--- src/sys_pkg.sv ---
`default_nettype none

package sys_pkg;

    // Field widths
    localparam int WORD_W     = 32;
    localparam int REG_ADDR_W = 5;
    localparam int CSR_ADDR_W = 12;
    localparam int FUNCT3_W   = 3;
    localparam int TAG_W      = 4;
    localparam int RETIRED_W  = 2;
    localparam int OPCODE_W   = 7;

    typedef logic [WORD_W-1:0]     word_t;
    typedef logic [REG_ADDR_W-1:0] reg_addr_t;
    typedef logic [CSR_ADDR_W-1:0] csr_addr_t;
    typedef logic [FUNCT3_W-1:0]   funct3_t;
    typedef logic [TAG_W-1:0]      tag_t;       // Register status, passed through
    typedef logic [RETIRED_W-1:0]  retired_count_t;

    localparam logic [OPCODE_W-1:0] OPCODE_SYSTEM = 7'b1110011;

    // SYSTEM funct3 codes, 3'b100 is left undefined
    localparam funct3_t FUNCT3_ENV    = 3'b000; // ECALL, EBREAK and friends
    localparam funct3_t FUNCT3_CSRRW  = 3'b001;
    localparam funct3_t FUNCT3_CSRRS  = 3'b010;
    localparam funct3_t FUNCT3_CSRRC  = 3'b011;
    localparam funct3_t FUNCT3_CSRRWI = 3'b101;
    localparam funct3_t FUNCT3_CSRRSI = 3'b110;
    localparam funct3_t FUNCT3_CSRRCI = 3'b111;

    // User-level counter CSRs
    localparam csr_addr_t CSR_CYCLE    = 12'hC00;
    localparam csr_addr_t CSR_TIME     = 12'hC01;
    localparam csr_addr_t CSR_INSTRET  = 12'hC02;
    localparam csr_addr_t CSR_CYCLEH   = 12'hC80;
    localparam csr_addr_t CSR_TIMEH    = 12'hC81;
    localparam csr_addr_t CSR_INSTRETH = 12'hC82;

endpackage

`default_nettype wire

--- src/sys_cmd_decoder.sv ---
`timescale 1ns/1ps
`default_nettype none

module sys_cmd_decoder (
    input  logic               clk,
    input  logic               rst,

    input  logic               instr_valid,
    output logic               instr_ready,
    input  sys_pkg::word_t     instr,
    input  sys_pkg::tag_t      instr_tag,
    input  logic               instr_jump,

    output logic               cmd_valid,
    input  logic               cmd_ready,
    output sys_pkg::reg_addr_t cmd_rd,
    output sys_pkg::funct3_t   cmd_funct3,
    output sys_pkg::csr_addr_t cmd_csr,
    output sys_pkg::tag_t      cmd_tag,
    output logic               cmd_jump
);

    import sys_pkg::*;

    logic      is_system;
    reg_addr_t instr_rd;
    funct3_t   instr_funct3;
    csr_addr_t instr_csr;

    // I-type field extraction
    assign is_system    = (instr[OPCODE_W-1:0] == OPCODE_SYSTEM);
    assign instr_rd     = instr[11:7];
    assign instr_funct3 = instr[14:12];
    assign instr_csr    = instr[31:20];

    // Empty or draining this cycle
    assign instr_ready = !cmd_valid || cmd_ready;

    always_ff @(posedge clk) begin
        if (rst) begin
            cmd_valid <= 1'b0;
        end else if (instr_ready) begin
            cmd_valid <= instr_valid && is_system; // Other opcodes are dropped
        end
    end

    // Payload only loads on an accepted SYSTEM word
    always_ff @(posedge clk) begin
        if (instr_valid && instr_ready && is_system) begin
            cmd_rd     <= instr_rd;
            cmd_funct3 <= instr_funct3;
            cmd_csr    <= instr_csr;
            cmd_tag    <= instr_tag;
            cmd_jump   <= instr_jump;
        end
    end

endmodule

`default_nettype wire

--- src/sys_cmd_fifo.sv ---
`timescale 1ns/1ps
`default_nettype none

module sys_cmd_fifo #(
    parameter int DEPTH = 4
) (
    input  logic               clk,
    input  logic               rst,

    input  logic               cmd_valid,
    output logic               cmd_ready,
    input  sys_pkg::reg_addr_t cmd_rd,
    input  sys_pkg::funct3_t   cmd_funct3,
    input  sys_pkg::csr_addr_t cmd_csr,
    input  sys_pkg::tag_t      cmd_tag,
    input  logic               cmd_jump,

    output logic               q_valid,
    input  logic               q_ready,
    output sys_pkg::reg_addr_t q_rd,
    output sys_pkg::funct3_t   q_funct3,
    output sys_pkg::csr_addr_t q_csr,
    output sys_pkg::tag_t      q_tag,
    output logic               q_jump
);

    import sys_pkg::*;

    localparam int PTR_W = $clog2(DEPTH);

    // Storage, one array per field
    reg_addr_t mem_rd     [DEPTH];
    funct3_t   mem_funct3 [DEPTH];
    csr_addr_t mem_csr    [DEPTH];
    tag_t      mem_tag    [DEPTH];
    logic      mem_jump   [DEPTH];

    logic [PTR_W-1:0] wr_ptr;
    logic [PTR_W-1:0] rd_ptr;
    logic [PTR_W:0]   count;     // Occupancy, 0 to DEPTH
    logic             full;
    logic             do_write;
    logic             do_read;

    assign full      = (count == (PTR_W+1)'(DEPTH));
    assign q_valid   = (count != '0);
    assign cmd_ready = !full || q_ready; // Full FIFO may pass through on a read

    assign do_write = cmd_valid && cmd_ready;
    assign do_read  = q_valid && q_ready;

    // Head entry drives the output
    assign q_rd     = mem_rd[rd_ptr];
    assign q_funct3 = mem_funct3[rd_ptr];
    assign q_csr    = mem_csr[rd_ptr];
    assign q_tag    = mem_tag[rd_ptr];
    assign q_jump   = mem_jump[rd_ptr];

    always_ff @(posedge clk) begin
        if (rst) begin
            wr_ptr <= '0;
            rd_ptr <= '0;
            count  <= '0;
        end else begin
            if (do_write) begin
                wr_ptr <= wr_ptr + 1'b1; // Wraps, DEPTH is a power of two
            end
            if (do_read) begin
                rd_ptr <= rd_ptr + 1'b1;
            end
            case ({do_write, do_read})
                2'b10:   count <= count + 1'b1;
                2'b01:   count <= count - 1'b1;
                default: count <= count;
            endcase
        end
    end

    always_ff @(posedge clk) begin
        if (do_write) begin
            mem_rd[wr_ptr]     <= cmd_rd;
            mem_funct3[wr_ptr] <= cmd_funct3;
            mem_csr[wr_ptr]    <= cmd_csr;
            mem_tag[wr_ptr]    <= cmd_tag;
            mem_jump[wr_ptr]   <= cmd_jump;
        end
    end

endmodule

`default_nettype wire

--- src/perf_counters.sv ---
`timescale 1ns/1ps
`default_nettype none

module perf_counters (
    input  logic                    clk,
    input  logic                    rst,
    input  sys_pkg::retired_count_t retired,
    output sys_pkg::word_t          cycle_lo,
    output sys_pkg::word_t          cycle_hi,
    output sys_pkg::word_t          instret_lo,
    output sys_pkg::word_t          instret_hi
);

    import sys_pkg::*;

    word_t cycle_partial;
    word_t instret_partial;
    logic  cycle_carry;
    logic  instret_carry;

    // Each half gets its own 32-bit adder, the carry crosses on a register
    always_ff @(posedge clk) begin
        if (rst) begin
            cycle_partial   <= '0;
            instret_partial <= '0;
            cycle_carry     <= 1'b0;
            instret_carry   <= 1'b0;
            cycle_lo        <= '0;
            cycle_hi        <= '0;
            instret_lo      <= '0;
            instret_hi      <= '0;
        end else begin
            // Low half adders
            {cycle_carry, cycle_partial}     <= {1'b0, cycle_partial} + 1'b1;
            {instret_carry, instret_partial} <= {1'b0, instret_partial} +
                                                (WORD_W+1)'(retired);

            // Low half lags the partial by a cycle
            cycle_lo   <= cycle_partial;
            instret_lo <= instret_partial;

            // High half picks up the carry, aligned with the low half
            cycle_hi   <= cycle_hi + WORD_W'(cycle_carry);
            instret_hi <= instret_hi + WORD_W'(instret_carry);
        end
    end

endmodule

`default_nettype wire

--- src/sys_csr_unit.sv ---
`timescale 1ns/1ps
`default_nettype none

module sys_csr_unit (
    input  logic                    clk,
    input  logic                    rst,
    input  sys_pkg::retired_count_t retired,

    input  logic                    q_valid,
    output logic                    q_ready,
    input  sys_pkg::reg_addr_t      q_rd,
    input  sys_pkg::funct3_t        q_funct3,
    input  sys_pkg::csr_addr_t      q_csr,
    input  sys_pkg::tag_t           q_tag,
    input  logic                    q_jump,

    output logic                    result_valid,
    input  logic                    result_ready,
    output sys_pkg::reg_addr_t      result_addr,
    output sys_pkg::word_t          result_value,
    output sys_pkg::tag_t           result_tag,
    output logic                    result_jump
);

    import sys_pkg::*;

    word_t cycle_lo;
    word_t cycle_hi;
    word_t instret_lo;
    word_t instret_hi;
    word_t csr_value;
    logic  produce;
    logic  consume;

    perf_counters u_counters (
        .clk        (clk),
        .rst        (rst),
        .retired    (retired),
        .cycle_lo   (cycle_lo),
        .cycle_hi   (cycle_hi),
        .instret_lo (instret_lo),
        .instret_hi (instret_hi)
    );

    // Counter read, writes to the counters are not supported
    always_comb begin
        case (q_csr)
            CSR_CYCLE:    csr_value = cycle_lo;
            CSR_TIME:     csr_value = cycle_lo;  // Same clock as CYCLE
            CSR_INSTRET:  csr_value = instret_lo;
            CSR_CYCLEH:   csr_value = cycle_hi;
            CSR_TIMEH:    csr_value = cycle_hi;
            CSR_INSTRETH: csr_value = instret_hi;
            default:      csr_value = '0;
        endcase
    end

    // Writeback decision
    always_comb begin
        case (q_funct3)
            FUNCT3_CSRRW,
            FUNCT3_CSRRS,
            FUNCT3_CSRRC,
            FUNCT3_CSRRWI,
            FUNCT3_CSRRSI,
            FUNCT3_CSRRCI: produce = (q_rd != '0); // Nothing for x0
            FUNCT3_ENV:    produce = 1'b0;
            default:       produce = 1'b0;         // Undefined code
        endcase
    end

    // Result register free or being drained
    assign q_ready = !result_valid || result_ready;
    assign consume = q_valid && q_ready;

    always_ff @(posedge clk) begin
        if (rst) begin
            result_valid <= 1'b0;
        end else if (q_ready) begin
            result_valid <= q_valid && produce;
        end
    end

    always_ff @(posedge clk) begin
        if (consume && produce) begin
            result_addr  <= q_rd;
            result_value <= csr_value;
            result_tag   <= q_tag;
            result_jump  <= q_jump;
        end
    end

endmodule

`default_nettype wire

--- src/sys_subsystem.sv ---
`timescale 1ns/1ps
`default_nettype none

module sys_subsystem (
    input  logic                    clk,
    input  logic                    rst,
    input  sys_pkg::retired_count_t retired,

    input  logic                    instr_valid,
    output logic                    instr_ready,
    input  sys_pkg::word_t          instr,
    input  sys_pkg::tag_t           instr_tag,
    input  logic                    instr_jump,

    output logic                    result_valid,
    input  logic                    result_ready,
    output sys_pkg::reg_addr_t      result_addr,
    output sys_pkg::word_t          result_value,
    output sys_pkg::tag_t           result_tag,
    output logic                    result_jump
);

    import sys_pkg::*;

    // Decoder to FIFO
    logic      cmd_valid;
    logic      cmd_ready;
    reg_addr_t cmd_rd;
    funct3_t   cmd_funct3;
    csr_addr_t cmd_csr;
    tag_t      cmd_tag;
    logic      cmd_jump;

    // FIFO to CSR unit
    logic      q_valid;
    logic      q_ready;
    reg_addr_t q_rd;
    funct3_t   q_funct3;
    csr_addr_t q_csr;
    tag_t      q_tag;
    logic      q_jump;

    sys_cmd_decoder u_decoder (
        .clk         (clk),
        .rst         (rst),
        .instr_valid (instr_valid),
        .instr_ready (instr_ready),
        .instr       (instr),
        .instr_tag   (instr_tag),
        .instr_jump  (instr_jump),
        .cmd_valid   (cmd_valid),
        .cmd_ready   (cmd_ready),
        .cmd_rd      (cmd_rd),
        .cmd_funct3  (cmd_funct3),
        .cmd_csr     (cmd_csr),
        .cmd_tag     (cmd_tag),
        .cmd_jump    (cmd_jump)
    );

    sys_cmd_fifo u_fifo (
        .clk        (clk),
        .rst        (rst),
        .cmd_valid  (cmd_valid),
        .cmd_ready  (cmd_ready),
        .cmd_rd     (cmd_rd),
        .cmd_funct3 (cmd_funct3),
        .cmd_csr    (cmd_csr),
        .cmd_tag    (cmd_tag),
        .cmd_jump   (cmd_jump),
        .q_valid    (q_valid),
        .q_ready    (q_ready),
        .q_rd       (q_rd),
        .q_funct3   (q_funct3),
        .q_csr      (q_csr),
        .q_tag      (q_tag),
        .q_jump     (q_jump)
    );

    sys_csr_unit u_csr (
        .clk          (clk),
        .rst          (rst),
        .retired      (retired),
        .q_valid      (q_valid),
        .q_ready      (q_ready),
        .q_rd         (q_rd),
        .q_funct3     (q_funct3),
        .q_csr        (q_csr),
        .q_tag        (q_tag),
        .q_jump       (q_jump),
        .result_valid (result_valid),
        .result_ready (result_ready),
        .result_addr  (result_addr),
        .result_value (result_value),
        .result_tag   (result_tag),
        .result_jump  (result_jump)
    );

endmodule

`default_nettype wire

--- config.mk ---
export PLATFORM = sky130hd
export DESIGN_NAME = sys_subsystem
export DESIGN_NICKNAME = d
export VERILOG_FILES = /design/src/sys_pkg.sv /design/src/sys_cmd_decoder.sv /design/src/sys_cmd_fifo.sv /design/src/perf_counters.sv /design/src/sys_csr_unit.sv /design/src/sys_subsystem.sv
export SDC_FILE = /design/constraint.sdc
export NUM_CORES = 1
export LEC_CHECK = 0
export CORE_MARGIN = 2
export CORE_UTILIZATION = 50
export DETAILED_ROUTE_END_ITERATION = 6
export DONT_BUFFER_PORTS = 1
export GPL_ROUTABILITY_DRIVEN = 0
export PLACE_DENSITY = 0.66
export SYNTH_ARGS = -nofsm -noshare
export SYNTH_HDL_FRONTEND = slang
export SYNTH_HIERARCHICAL = 1
export SYNTH_SLANG_ARGS = --single-unit
--- constraint.sdc ---
create_clock -name clk -period 3.99 [get_ports clk]
set_input_delay 0.399 -clock clk [delete_from_list [all_inputs] [get_ports clk]]
set_output_delay 0.399 -clock clk [all_outputs]
set_load 0.02 [all_outputs]
==> metrics.sh, run 1 <==
GRT_MAX_DEGREE=169
ROUTED-VIA-COUNT=8830
NUMBER_OF_GLOBAL_ROUTE_VIAS_BEFORE_REPAIR=8540
FINAL_CELL_MIX='204 x dfxtp_1, 162 x edfxtp_1, 128 x nor2_1'
CRITICAL_PATH_ARRIVAL_PS=3240
FILLERS=2412
DRTITER0DRC=617
VDD.IR_DROP.WORST_mV=0.383
RR_WORST_DEPTH=6
HOLDBUFCOUNTCTS=26
DIE_OUTLINE_WIDTH_UM=177
COUNT_OF_PLACED_STANDARD_CELLS_IN_THE_FINAL_LAYOUT_FILLERS_LEFT_OUT=1613
ANTENNA-DIODE-COUNT=0
REPORT.FINAL.SLEW_VIOL_COUNT=0
POWER.COMBINATIONAL.FRACTION_PCT=4.4
FIN_CRIT_PS=2920
GRT_ANTENNA_BEFORE_REPAIR=0
ROW_COUNT=63
OUTCOME='finished, final reports clean'
DRT_DRC_VIOLATIONS_LEFT=0
MAX_SLEW.WORST_PIN.SLEW_PS=1060
STARTPOINT_TYPE='flop'
LAYOUT_COMMONEST_CELL='dfxtp_1'
ROUTED_WIRELENGTH_MM=29.5
HOLD-PATH-CELL-COUNT=2
SHARE_CLK_OF_TOTAL_POWER_PCT=43.0
SYNTH_WARNINGS=6
RELSLEWSLACK_PCT=28.8
SWSHARE_PCT=23.4
FINALSETUPVIOLATIONS=0
COREAREA_UM2=29600
CRITICAL_PATH_REQUIRED_PS=4310
MAXCAPVIOLCOUNT=0
CLOCKBUFFERDEPTH=3
DETAILEDPLACEMENTHPWL_MM=18.3
CRITPATHKIND='reg2reg'
DIE_AREA_UM2=31300
GR-TOTAL-OVERFLOW=0
POWER.NET_SWITCHING_W=0.00193
SYN_AREA_UM2=15000
MAX_STAGE_DELAY_PS=650
CRIT_PATH_TOP_DELAY_CELL='dfxtp_2'
CTS.REPAIR.RESIZED=0
START_UTIL_PCT=50.6
TIMING.SETUP.TNS_PS=0
CTS.SINKS=367
HTREE_LEVELS=2
SYN_AREA_PER_CELL_UM2=12.8
SYN-INSTANCE-COUNT=1170
CLK-INSERTION-DELAY-LATE_PS=520
CTS.ROOT.BUFFER_CELL='clkbuf_16'
DETAIL_ROUTE.FIRST_PASS.ITERATIONS=4
SYNTH.NET_COUNT=1227
PWR-SHARE-SEQ_PCT=52.6
AVGROUTEDWIREPERCELL_UM=18.3
RSZ0062_AT_GRT='false'
GR-USAGE-ALL-LAYERS_PCT=19.1
POST-LAYOUT-TOTAL-POWER_W=0.00826
DRIVE_ABOVE_1_SHARE_PCT=18.0
CTS_INSERTED_BUFFERS=40
FP.DIEH_UM=177
DP.CELLS=1513
INTERNAL_POWER_W=0.00633
FLOW.AREA_GROWTH_FROM_SYNTHESIS_PCT=12.4
DRT.ANTENNA.VIOLATING_NETS=0
VIASPERCELL=5.47
TOTAL_LEAKAGE_POWER_nW=5.39
TIMING.FINAL.CRIT_SHARE_PCT=73.2
CLKTRANSATPATHREGS_PS=60
R2R_SLACK_PS=1070
IO_PINS=87
PATH_MAX_FANOUT=19
FINAL.SETUP_SKEW_PS=11.6
FINALHOLDVIOLCOUNT=0
CTS_SETUP_BUFFERS=0
TRITONCTS_CLOCK_TREE='built'
DESIGN.FINAL.NETS=1248
CRITICAL_PATH_CELL_BY_CELL='buf_12 > mux4_2 > inv_2 > buf_4 > a22oi_2 > a211oi_2'
POWER.DENSITY_nW_PER_UM2=492
CLOCK.FMAX_MHz=342
IO_BUFFER_COUNT=0
HOLDCRITPATHCLASS='in2reg'
GLOBAL_ROUTE_WIRE_LENGTH_BEFORE_REPAIR_MM=46.9
CRITPATHCAPTURETYPE='flop'
-- registers in the layout (all words and copies together) (netlist names), 8 cells and up, named ones only --
signal                            cells
u_fifo/mem_rd                        20
u_csr/u_counters/instret_partial     32
u_fifo/mem_tag                       16
u_csr/result_value                   32
u_csr/u_counters/cycle_partial       32
u_decoder/cmd_csr                    12
u_csr/u_counters/instret_hi          32
u_fifo/mem_csr                       48
u_csr/u_counters/cycle_hi            32
u_csr/u_counters/cycle_lo            32
u_fifo/mem_funct3                     8
u_csr/u_counters/instret_lo          32
-- power groups by stage --
| stage | registers, W | logic [W] | clock network [W] |
|---|---|---|---|
| after CTS | 0.00435 | 0.000368 | 0.00363 |
| after floorplan | 0.00438 | 0.000282 | 0 |
| after global routing | 0.00436 | 0.000394 | 0.00380 |
| after global placement | 0.00443 | 0.000304 | 0 |
| final | 0.00434 | 0.000363 | 0.00355 |
| after detailed placement | 0.00443 | 0.000309 | 0 |
-- critical path: cells and delay by family (launching register included) --
| family | cells | cell delay, ps |
|---|---|---|
| multiplexers | 1 | 580 |
| flip-flops | 1 | 650 |
| AO/OA/AOI/OAI | 2 | 450 |
| buffers and inverters | 3 | 1020 |
-- layout make-up --
| cell class | instances | area, µm² | share of cell area (%) |
|---|---|---|---|
| clock buffers | 56 | 1120 | 6.70 |
| clock inverters | 18 | 159 | 0.946 |
| well taps | 390 | 488 | 2.90 |
| inverters | 23 | 86.3 | 0.514 |
| repair buffers | 42 | 433 | 2.58 |
| multi-input cells | 717 | 5540 | 33.0 |
| flip-flops and latches | 367 | 8970 | 53.4 |
-- metal layers --
| metal | track usage [%] | up-vias | routed length, µm |
|---|---|---|---|
| li1 | - | 4311 | - |
| met1 | 27.7 | 4311 | 14100 |
| met2 | 30.4 | 178 | 13800 |
| met3 | 2.96 | 30 | 1270 |
| met4 | 4.13 | 0 | 402 |
| met5 | 0 | - | 0 |
-- final timing paths --
kind                                                  startpoint                                         to
setup / recovery                                            flop            u_csr/result_value[6]$_DFFE_PP_
hold / removal                                               rst              u_fifo/wr_ptr[0]$_SDFFE_PP0P_
setup reg to reg                                            flop            u_csr/result_value[6]$_DFFE_PP_
hold reg to reg   u_csr/u_counters/instret_partial[0]$_SDFF_PP0_  u_csr/u_counters/instret_lo[0]$_SDFF_PP0_
-- stage by stage --
step / area [µm²] / util (%) / hold slack [ps] / setup slack, ps
final: 16800 / 56.8 / 73.4 / 1070
after global routing: 16800 / 56.8 / 65.0 / 905
after CTS: 16800 / 56.8 / 52.6 / 1030
after detailed placement: 15200 / 51.5 / 468 / 1050
after global placement: 15200 / 51.5 / 462 / 1090
after floorplan: 15000 / - / 442 / 304
(Power assumes the default switching activity.)
==> inputs of run 2 (changes only) <==
--- a/config.mk
+++ b/config.mk
@@ -5,12 +5,13 @@
 export SDC_FILE = /design/constraint.sdc
 export NUM_CORES = 1
 export LEC_CHECK = 0
+export ABC_AREA = 1
 export CORE_MARGIN = 2
 export CORE_UTILIZATION = 50
 export DETAILED_ROUTE_END_ITERATION = 6
 export DONT_BUFFER_PORTS = 1
 export GPL_ROUTABILITY_DRIVEN = 0
-export PLACE_DENSITY = 0.66
+export PLACE_DENSITY = 0.69
 export SYNTH_ARGS = -nofsm -noshare
 export SYNTH_HDL_FRONTEND = slang
 export SYNTH_HIERARCHICAL = 1
==> constraint.sdc (replaced) <==
create_clock -name clk -period 2.66 [get_ports clk]
set_input_delay 0.266 -clock clk [delete_from_list [all_inputs] [get_ports clk]]
set_output_delay 0.266 -clock clk [all_outputs]
set_load 0.02 [all_outputs]
==> run 2 against run 1 <==
  * Design area is 7.8% higher
  * Area after synthesis rose by 7.4%
  * Register-to-register slack worse by 780 ps
  * Synthesized cell count increased by 67%
  * Critical endpoint is now u_csr/result_value[2]$_DFFE_PP_
  * Largest cell class unchanged
  * Largest power group unchanged
==> metrics.sh, run 2 <==
ROW_COUNT=65  # was 63
MAX_STAGE_DELAY_PS=470  # was 650 ps
CTS.SINKS=367  # unchanged
REPORT.FINAL.SLEW_VIOL_COUNT=0  # unchanged
POWER.DENSITY_nW_PER_UM2=801  # was 492 nW/µm²
MAXCAPVIOLCOUNT=0  # unchanged
DIE_OUTLINE_WIDTH_UM=183  # was 177 µm
SYNTH.NET_COUNT=2014  # was 1227
LAYOUT_COMMONEST_CELL='nand2_1'  # was dfxtp_1
CRITICAL_PATH_REQUIRED_PS=3040  # was 4310 ps
CTS_SETUP_BUFFERS=0  # unchanged
START_UTIL_PCT=50.9  # was 50.6%
HOLDCRITPATHCLASS='in2reg'  # unchanged
LARGEST_REG_FLOPS=48  # unchanged
VDD.IR_DROP.WORST_mV=0.505  # was 0.383 mV
OUTCOME='finished, final reports clean'  # unchanged
CRITICAL_PATH_CELL_BY_CELL='inv_4 > o21ai_0 > o22ai_1 > or2_4 > nor2_8 > buf_4 > nand3_1 > nand2_1 > inv_1 > nand2_1'  # was buf_12 > mux4_2 > inv_2 > buf_4 > a22oi_2 > a211oi_2
DESIGN.FINAL.NETS=2048  # was 1248
DRT_DRC_VIOLATIONS_LEFT=0  # unchanged
SYN_AREA_PER_CELL_UM2=8.20  # was 12.8 µm²
DRTITER0DRC=926  # was 617
FINALHOLDVIOLCOUNT=0  # unchanged
IO_PINS=87  # unchanged
CPMOSTUSEDCELL='nand2_1'
TIMING.SETUP.TNS_PS=0  # unchanged
DETAIL_ROUTE.FIRST_PASS.ITERATIONS=5  # was 4
HTREE_LEVELS=2  # unchanged
ROUTED-VIA-COUNT=12645  # was 8830
DRIVE_ABOVE_1_SHARE_PCT=6.63  # was 18.0%
SYNTH_WARNINGS=6  # unchanged
CRIT_PATH_TOP_DELAY_CELL='dfxtp_1'  # was dfxtp_2
AVGROUTEDWIREPERCELL_UM=15.3  # was 18.3 µm
FP.DIEH_UM=183  # was 177 µm
SYN-INSTANCE-COUNT=1957  # was 1170
COREAREA_UM2=31600  # was 29600 µm²
FLOW.AREA_GROWTH_FROM_SYNTHESIS_PCT=12.8  # was 12.4%
GRTUSAGEMET1_PCT=29.7  # was 27.7%
STARTPOINT_TYPE='flop'  # unchanged
IO_BUFFER_COUNT=0  # unchanged
DRT.ANTENNA.VIOLATING_NETS=0  # unchanged
POST-PLACE-WS_PS=320  # was 1050 ps
ROUTED_WIRELENGTH_MM=37.0  # was 29.5 mm
PATH_MAX_FANOUT=35  # was 19
NUMBER_OF_GLOBAL_ROUTE_VIAS_BEFORE_REPAIR=12019  # was 8540
GLOBAL_ROUTE_WIRE_LENGTH_BEFORE_REPAIR_MM=59.8  # was 46.9 mm
SYN_AREA_UM2=16100  # was 15000 µm²
GR-TOTAL-OVERFLOW=0  # unchanged
FINAL.SETUP_SKEW_PS=16.3  # was 11.6 ps
CTS.ROOT.BUFFER_CELL='clkbuf_16'  # unchanged
MAX_SLEW.WORST_PIN.SLEW_PS=1070  # was 1060 ps
GR-USAGE-ALL-LAYERS_PCT=22.2  # was 19.1%
REGISTERS.TOP_BY_FF_COUNT='u_fifo/mem_csr'  # unchanged
CTS_INSERTED_BUFFERS=40  # unchanged
CRITPATHCAPTURETYPE='flop'  # unchanged
CRITPATHKIND='reg2reg'  # unchanged
ANTENNA-DIODE-COUNT=0  # unchanged
DETAILEDPLACEMENTHPWL_MM=25.2  # was 18.3 mm
RSZ0062_AT_GRT='false'  # unchanged
CLOCK.FMAX_MHz=422  # was 342 MHz
CRITICAL_PATH_ARRIVAL_PS=2750  # was 3240 ps
FINAL_CELL_MIX='428 x nand2_1, 345 x nor2_1, 240 x inv_1'  # was 204 x dfxtp_1, 162 x edfxtp_1, 128 x nor2_1
FIN_CRIT_PS=2370  # was 2920 ps
HOLDBUFCOUNTCTS=26  # unchanged
TIMING.FINAL.CRIT_SHARE_PCT=89.1  # was 73.2%
GROUTE.LAYER.MET2.USAGE_PCT=37.5  # was 30.4%
CLOCKBUFFERDEPTH=3  # unchanged
GLOBAL_ROUTE.PEAK_USAGE_LAYER='met2'  # unchanged
RELSLEWSLACK_PCT=28.4  # was 28.8%
GROUTE.LAYER.MET3.USAGE_PCT=3.04  # was 2.96%
CLK-INSERTION-DELAY-LATE_PS=530  # was 520 ps
CLKTRANSATPATHREGS_PS=60  # about the same
GRT_MAX_DEGREE=136  # was 169
FINALSETUPVIOLATIONS=0  # unchanged
DIE_AREA_UM2=33600  # was 31300 µm²
TRITONCTS_CLOCK_TREE='built'  # unchanged
GRT_ANTENNA_BEFORE_REPAIR=0  # unchanged
VIASPERCELL=5.22  # was 5.47
CTS.REPAIR.RESIZED=0  # unchanged
TOTAL_LEAKAGE_POWER_nW=6.62  # was 5.39 nW
FIN_WS_PS=290  # was 1070 ps
## run 2: cell type report
type / count / area (µm²)
fillers: 2818 / 13400
flip-flops and latches: 367 / 8970
well taps: 402 / 503
inverters: 244 / 918
multi-input cells: 1286 / 5850
clock buffers: 52 / 1100
repair buffers: 52 / 586
clock inverters: 21 / 189
## run 2: path summary, 6_finish.rpt
path                                                     to  slack [ps]                                      startpoint  cells past startpoint
setup / recovery            u_csr/result_value[2]$_DFFE_PP_         290                                            flop                     10
hold / removal             u_decoder/cmd_valid$_SDFFE_PP0P_          40                                        instr[6]                      4
setup reg to reg            u_csr/result_value[2]$_DFFE_PP_         290                                            flop                     10
hold reg to reg   u_csr/u_counters/instret_lo[0]$_SDFF_PP0_         430  u_csr/u_counters/instret_partial[0]$_SDFF_PP0_                      2
## run 2: power breakdown
| group | switching (W) | leakage (nW) | internal [W] |
|---|---|---|---|
| clock network | 0.00219 | 0.630 | 0.00321 |
| registers | 0.000623 | 3.15 | 0.00645 |
| logic | 0.00140 | 2.84 | 0.000635 |
| total | 0.00421 | 6.62 | 0.0103 |
## run 2: worst max-delay path, delay by kind of cell (launching register included)
| kind | cells | cell delay, ps |
|---|---|---|
| buffers and inverters | 3 | 490 |
| flip-flops | 1 | 470 |
| AO/OA/AOI/OAI | 2 | 360 |
| AND/OR/NAND/NOR | 5 | 880 |
## run 2: layer usage
layer / part of all wire [%] / wire length (µm)
met2: 47 / 17500
met5: 0 / 0
met3: 5.0 / 1840
met1: 45 / 16800
met4: 2.4 / 899
## run 2: per-stage QoR
stage | instances | hold WS, ps | area [µm²] | total power (W) | utilization [%]
after floorplan | 1957 | 328 | 16100 | 0.00857 | -
after global placement | 2325 | 339 | 16500 | 0.00912 | 52.4
after detailed placement | 2325 | 337 | 16500 | 0.00917 | 52.4
after CTS | 2424 | 21.9 | 18100 | 0.0146 | 57.4
after global routing | 2424 | 59.5 | 18100 | 0.0151 | 57.4
final | 2424 | 40.2 | 18100 | 0.0145 | 57.4
==> inputs of run 3 (changes only) <==
--- a/config.mk
+++ b/config.mk
@@ -5,13 +5,12 @@
 export SDC_FILE = /design/constraint.sdc
 export NUM_CORES = 1
 export LEC_CHECK = 0
-export ABC_AREA = 1
 export CORE_MARGIN = 2
 export CORE_UTILIZATION = 50
 export DETAILED_ROUTE_END_ITERATION = 6
 export DONT_BUFFER_PORTS = 1
 export GPL_ROUTABILITY_DRIVEN = 0
-export PLACE_DENSITY = 0.69
+export PLACE_DENSITY = 0.66
 export SYNTH_ARGS = -nofsm -noshare
 export SYNTH_HDL_FRONTEND = slang
 export SYNTH_HIERARCHICAL = 1
==> constraint.sdc (replaced) <==
create_clock -name clk -period 2.85 [get_ports clk]
set_input_delay 0.285 -clock clk [delete_from_list [all_inputs] [get_ports clk]]
set_output_delay 0.285 -clock clk [all_outputs]
set_load 0.02 [all_outputs]
==> run 3 against run 2 <==
  * Clock skew is 4.7 ps higher
  * Fmax is 12% lower
  * Worst hold slack worse by 10 ps
  * Global-route usage is 2.3 points lower
  * Combinational power is 72% lower
  * Total power is 20% lower
  * Critical path depth is 5 lower
  * First-iteration DRC count is 28% lower
==> metrics.sh, run 3 (synthesis results as in run 1) <==
GRT_ANTENNA_BEFORE_REPAIR=0  # unchanged
MAXCAPVIOLCOUNT=0  # unchanged
ROUTED_WIRELENGTH_MM=30.5  # was 37.0 mm
IO_PINS=87  # unchanged
CRITPATHCAPTURETYPE='flop'  # unchanged
DESIGN.FINAL.NETS=1318  # was 2048
GLOBAL_ROUTE_WIRE_LENGTH_BEFORE_REPAIR_MM=48.8  # was 59.8 mm
FINALHOLDVIOLCOUNT=0  # unchanged
TIMING.FINAL.CRIT_SHARE_PCT=94.1  # was 89.1%
AVGROUTEDWIREPERCELL_UM=18.1  # was 15.3 µm
FILLERS=2351  # was 2818
PATH_MAX_FANOUT=9  # was 35
TOTAL_LEAKAGE_POWER_nW=5.87  # was 6.62 nW
FINAL_CELL_MIX='204 x dfxtp_1, 162 x edfxtp_1, 128 x nor2_1'  # was 428 x nand2_1, 345 x nor2_1, 240 x inv_1
RR_WORST_DEPTH=5  # was 10
DRT.ANTENNA.VIOLATING_NETS=0  # unchanged
CTS_INSERTED_BUFFERS=39  # was 40
FINAL.SETUP_SKEW_PS=21.1  # was 16.3 ps
RSZ0062_AT_GRT='false'  # unchanged
WORST_HOLD_SLACK_PS=30.2  # was 40.2 ps
COREAREA_UM2=29600  # was 31600 µm²
POST-PLACE-WS_PS=174  # was 320 ps
REPORT.FINAL.SLEW_VIOL_COUNT=0  # unchanged
CTS.SINKS=367  # unchanged
GRT_MAX_DEGREE=145  # was 136
DRIVE_ABOVE_1_SHARE_PCT=18.1  # was 6.63%
START_UTIL_PCT=50.6  # was 50.9%
FIN_CRIT_PS=2680  # was 2370 ps
DIE_AREA_UM2=31300  # was 33600 µm²
CRITICAL_PATH_ARRIVAL_PS=3100  # was 2750 ps
DRTITER0DRC=669  # was 926
ROW_COUNT=63  # was 65
CLKTRANSATPATHREGS_PS=60  # about the same
FP.DIEH_UM=177  # was 183 µm
REGISTERS.TOP_BY_FF_COUNT='u_fifo/mem_csr'  # unchanged
DETAILEDPLACEMENTHPWL_MM=18.8  # was 25.2 mm
FIN_WS_PS=168  # was 290 ps
ANTENNA-DIODE-COUNT=0  # unchanged
CRITICAL_PATH_CELL_BY_CELL='mux4_2 > or4_1 > o221ai_2 > a21oi_1 > dlygate4sd3_1'  # was inv_4 > o21ai_0 > o22ai_1 > or2_4 > nor2_8 > buf_4 > nand3_1 > nand2_1 > inv_1 > nand2_1
CRIT_PATH_TOP_DELAY_CELL='or4_1'  # was dfxtp_1
FINALSETUPVIOLATIONS=0  # unchanged
POWER.DENSITY_nW_PER_UM2=665  # was 801 nW/µm²
ROUTED-VIA-COUNT=9157  # was 12645
CRITICAL_PATH_REQUIRED_PS=3270  # was 3040 ps
TRITONCTS_CLOCK_TREE='built'  # unchanged
CTS.ROOT.BUFFER_CELL='clkbuf_16'  # unchanged
GR-TOTAL-OVERFLOW=0  # unchanged
CLK-INSERTION-DELAY-LATE_PS=530  # about the same
CLOCK.FMAX_MHz=373  # was 422 MHz
LARGEST_REG_FLOPS=48  # unchanged
IO_BUFFER_COUNT=0  # unchanged
TIMING.SETUP.TNS_PS=0  # unchanged
OUTCOME='finished, final reports clean'  # unchanged
CLOCKBUFFERDEPTH=3  # unchanged
MAX_SLEW.WORST_PIN.SLEW_PS=791  # was 1070 ps
STARTPOINT_TYPE='flop'  # unchanged
TIMING.HOLD.WORST.START='rst'  # was instr[6]
DETAIL_ROUTE.FIRST_PASS.ITERATIONS=5  # unchanged
R2R_SLACK_PS=170  # was 290 ps
DRT_DRC_VIOLATIONS_LEFT=0  # unchanged
VDD.IR_DROP.WORST_mV=0.479  # was 0.505 mV
NUMBER_OF_GLOBAL_ROUTE_VIAS_BEFORE_REPAIR=8929  # was 12019
HOLD-PATH-CELL-COUNT=2  # was 4
GR-USAGE-ALL-LAYERS_PCT=19.8  # was 22.2%
HTREE_LEVELS=2  # unchanged
CRITPATHKIND='reg2reg'  # unchanged
LAYOUT_COMMONEST_CELL='dfxtp_1'  # was nand2_1
VIASPERCELL=5.45  # was 5.22
POST-ROUTE-UTIL_PCT=59.3  # was 57.4%
RELSLEWSLACK_PCT=47.1  # was 28.4%
FLOW.AREA_GROWTH_FROM_SYNTHESIS_PCT=17.2  # was 12.8%
HOLDCRITPATHCLASS='in2reg'  # unchanged
R2R-END='u_csr/result_valid$_SDFFE_PP0N_'  # was u_csr/result_value[2]$_DFFE_PP_
HOLDPATHEND='u_csr/u_counters/instret_hi[31]$_SDFF_PP0_'  # was u_decoder/cmd_valid$_SDFFE_PP0P_
DIE_OUTLINE_WIDTH_UM=177  # was 183 µm
MAX_STAGE_DELAY_PS=580  # was 470 ps
## run 3: routing by layer
metal  vias up  global-route usage [%]  wire, µm
met2       155                    32.9     14800
met4         0                    5.41       609
met5         -                       0         0
li1       4452                       -         -
met3        40                    2.92      1060
met1      4510                    27.3     14000
## run 3: final cells by class
class                           instances  area (µm²)  area share, %
Multi-Input combinational cell        717        5550           31.6
Clock inverter                         18         176           1.01
Timing Repair Buffer                  113        1160           6.64
Inverter                               23        86.3          0.493
Sequential cell                       367        8970           51.2
Tap cell                              390         488           2.78
Clock buffer                           52        1100           6.27
## run 3: timing repair
item                                    CTS  global route
setup buffers                             0             0
gates resized for setup                   0             2
hold buffers                             84             0
hold endpoints to repair                226             0
endpoints found under the setup margin    0             3
## run 3: worst max path at each step
stage                                                    from                                         endpoint  slack, ps  depth (start not counted)
3_5_place_dp                                             flop                 u_csr/result_value[19]$_DFFE_PP_        170                          6
4_1_cts        u_csr/u_counters/instret_partial[0]$_SDFF_PP0_  u_csr/u_counters/instret_partial[26]$_SDFF_PP0_        110                         10
2_1_floorplan                 u_csr/result_valid$_SDFFE_PP0N_                     u_fifo/count[2]$_SDFFE_PP0P_        260                         11
6_report                                                 flop                  u_csr/result_valid$_SDFFE_PP0N_        170                          5
3_3_place_gp                                             flop                 u_csr/result_value[19]$_DFFE_PP_        210                          6
5_1_grt        u_csr/u_counters/instret_partial[0]$_SDFF_PP0_  u_csr/u_counters/instret_partial[28]$_SDFF_PP0_          3                         10
## run 3: worst max-delay path, delay by kind of cell, from the launching register on
| family | cells | cell delay [ps] |
|---|---|---|
| simple gates | 1 | 580 |
| mux | 1 | 560 |
| buf+inv | 1 | 560 |
| flops | 1 | 520 |
| compound gates | 2 | 350 |
## run 3: through the flow
stage	area (µm²)	std cells	power (W)
3_5_place_dp	15400	1526	0.00668
3_3_place_gp	15400	1526	0.00668
5_1_grt	17500	1680	0.0120
6_report	17500	1680	0.0116
2_1_floorplan	15000	1170	0.00652
4_1_cts	17500	1680	0.0118
## run 3: where the power goes
group | internal [W] | switching (W) | leakage [nW] | total, W
logic | 0.000239 | 0.000330 | 2.14 | 0.000569
registers | 0.00572 | 0.000362 | 3.09 | 0.00608
clock network | 0.00299 | 0.00201 | 0.638 | 0.00500
total | 0.00894 | 0.00271 | 5.87 | 0.0116
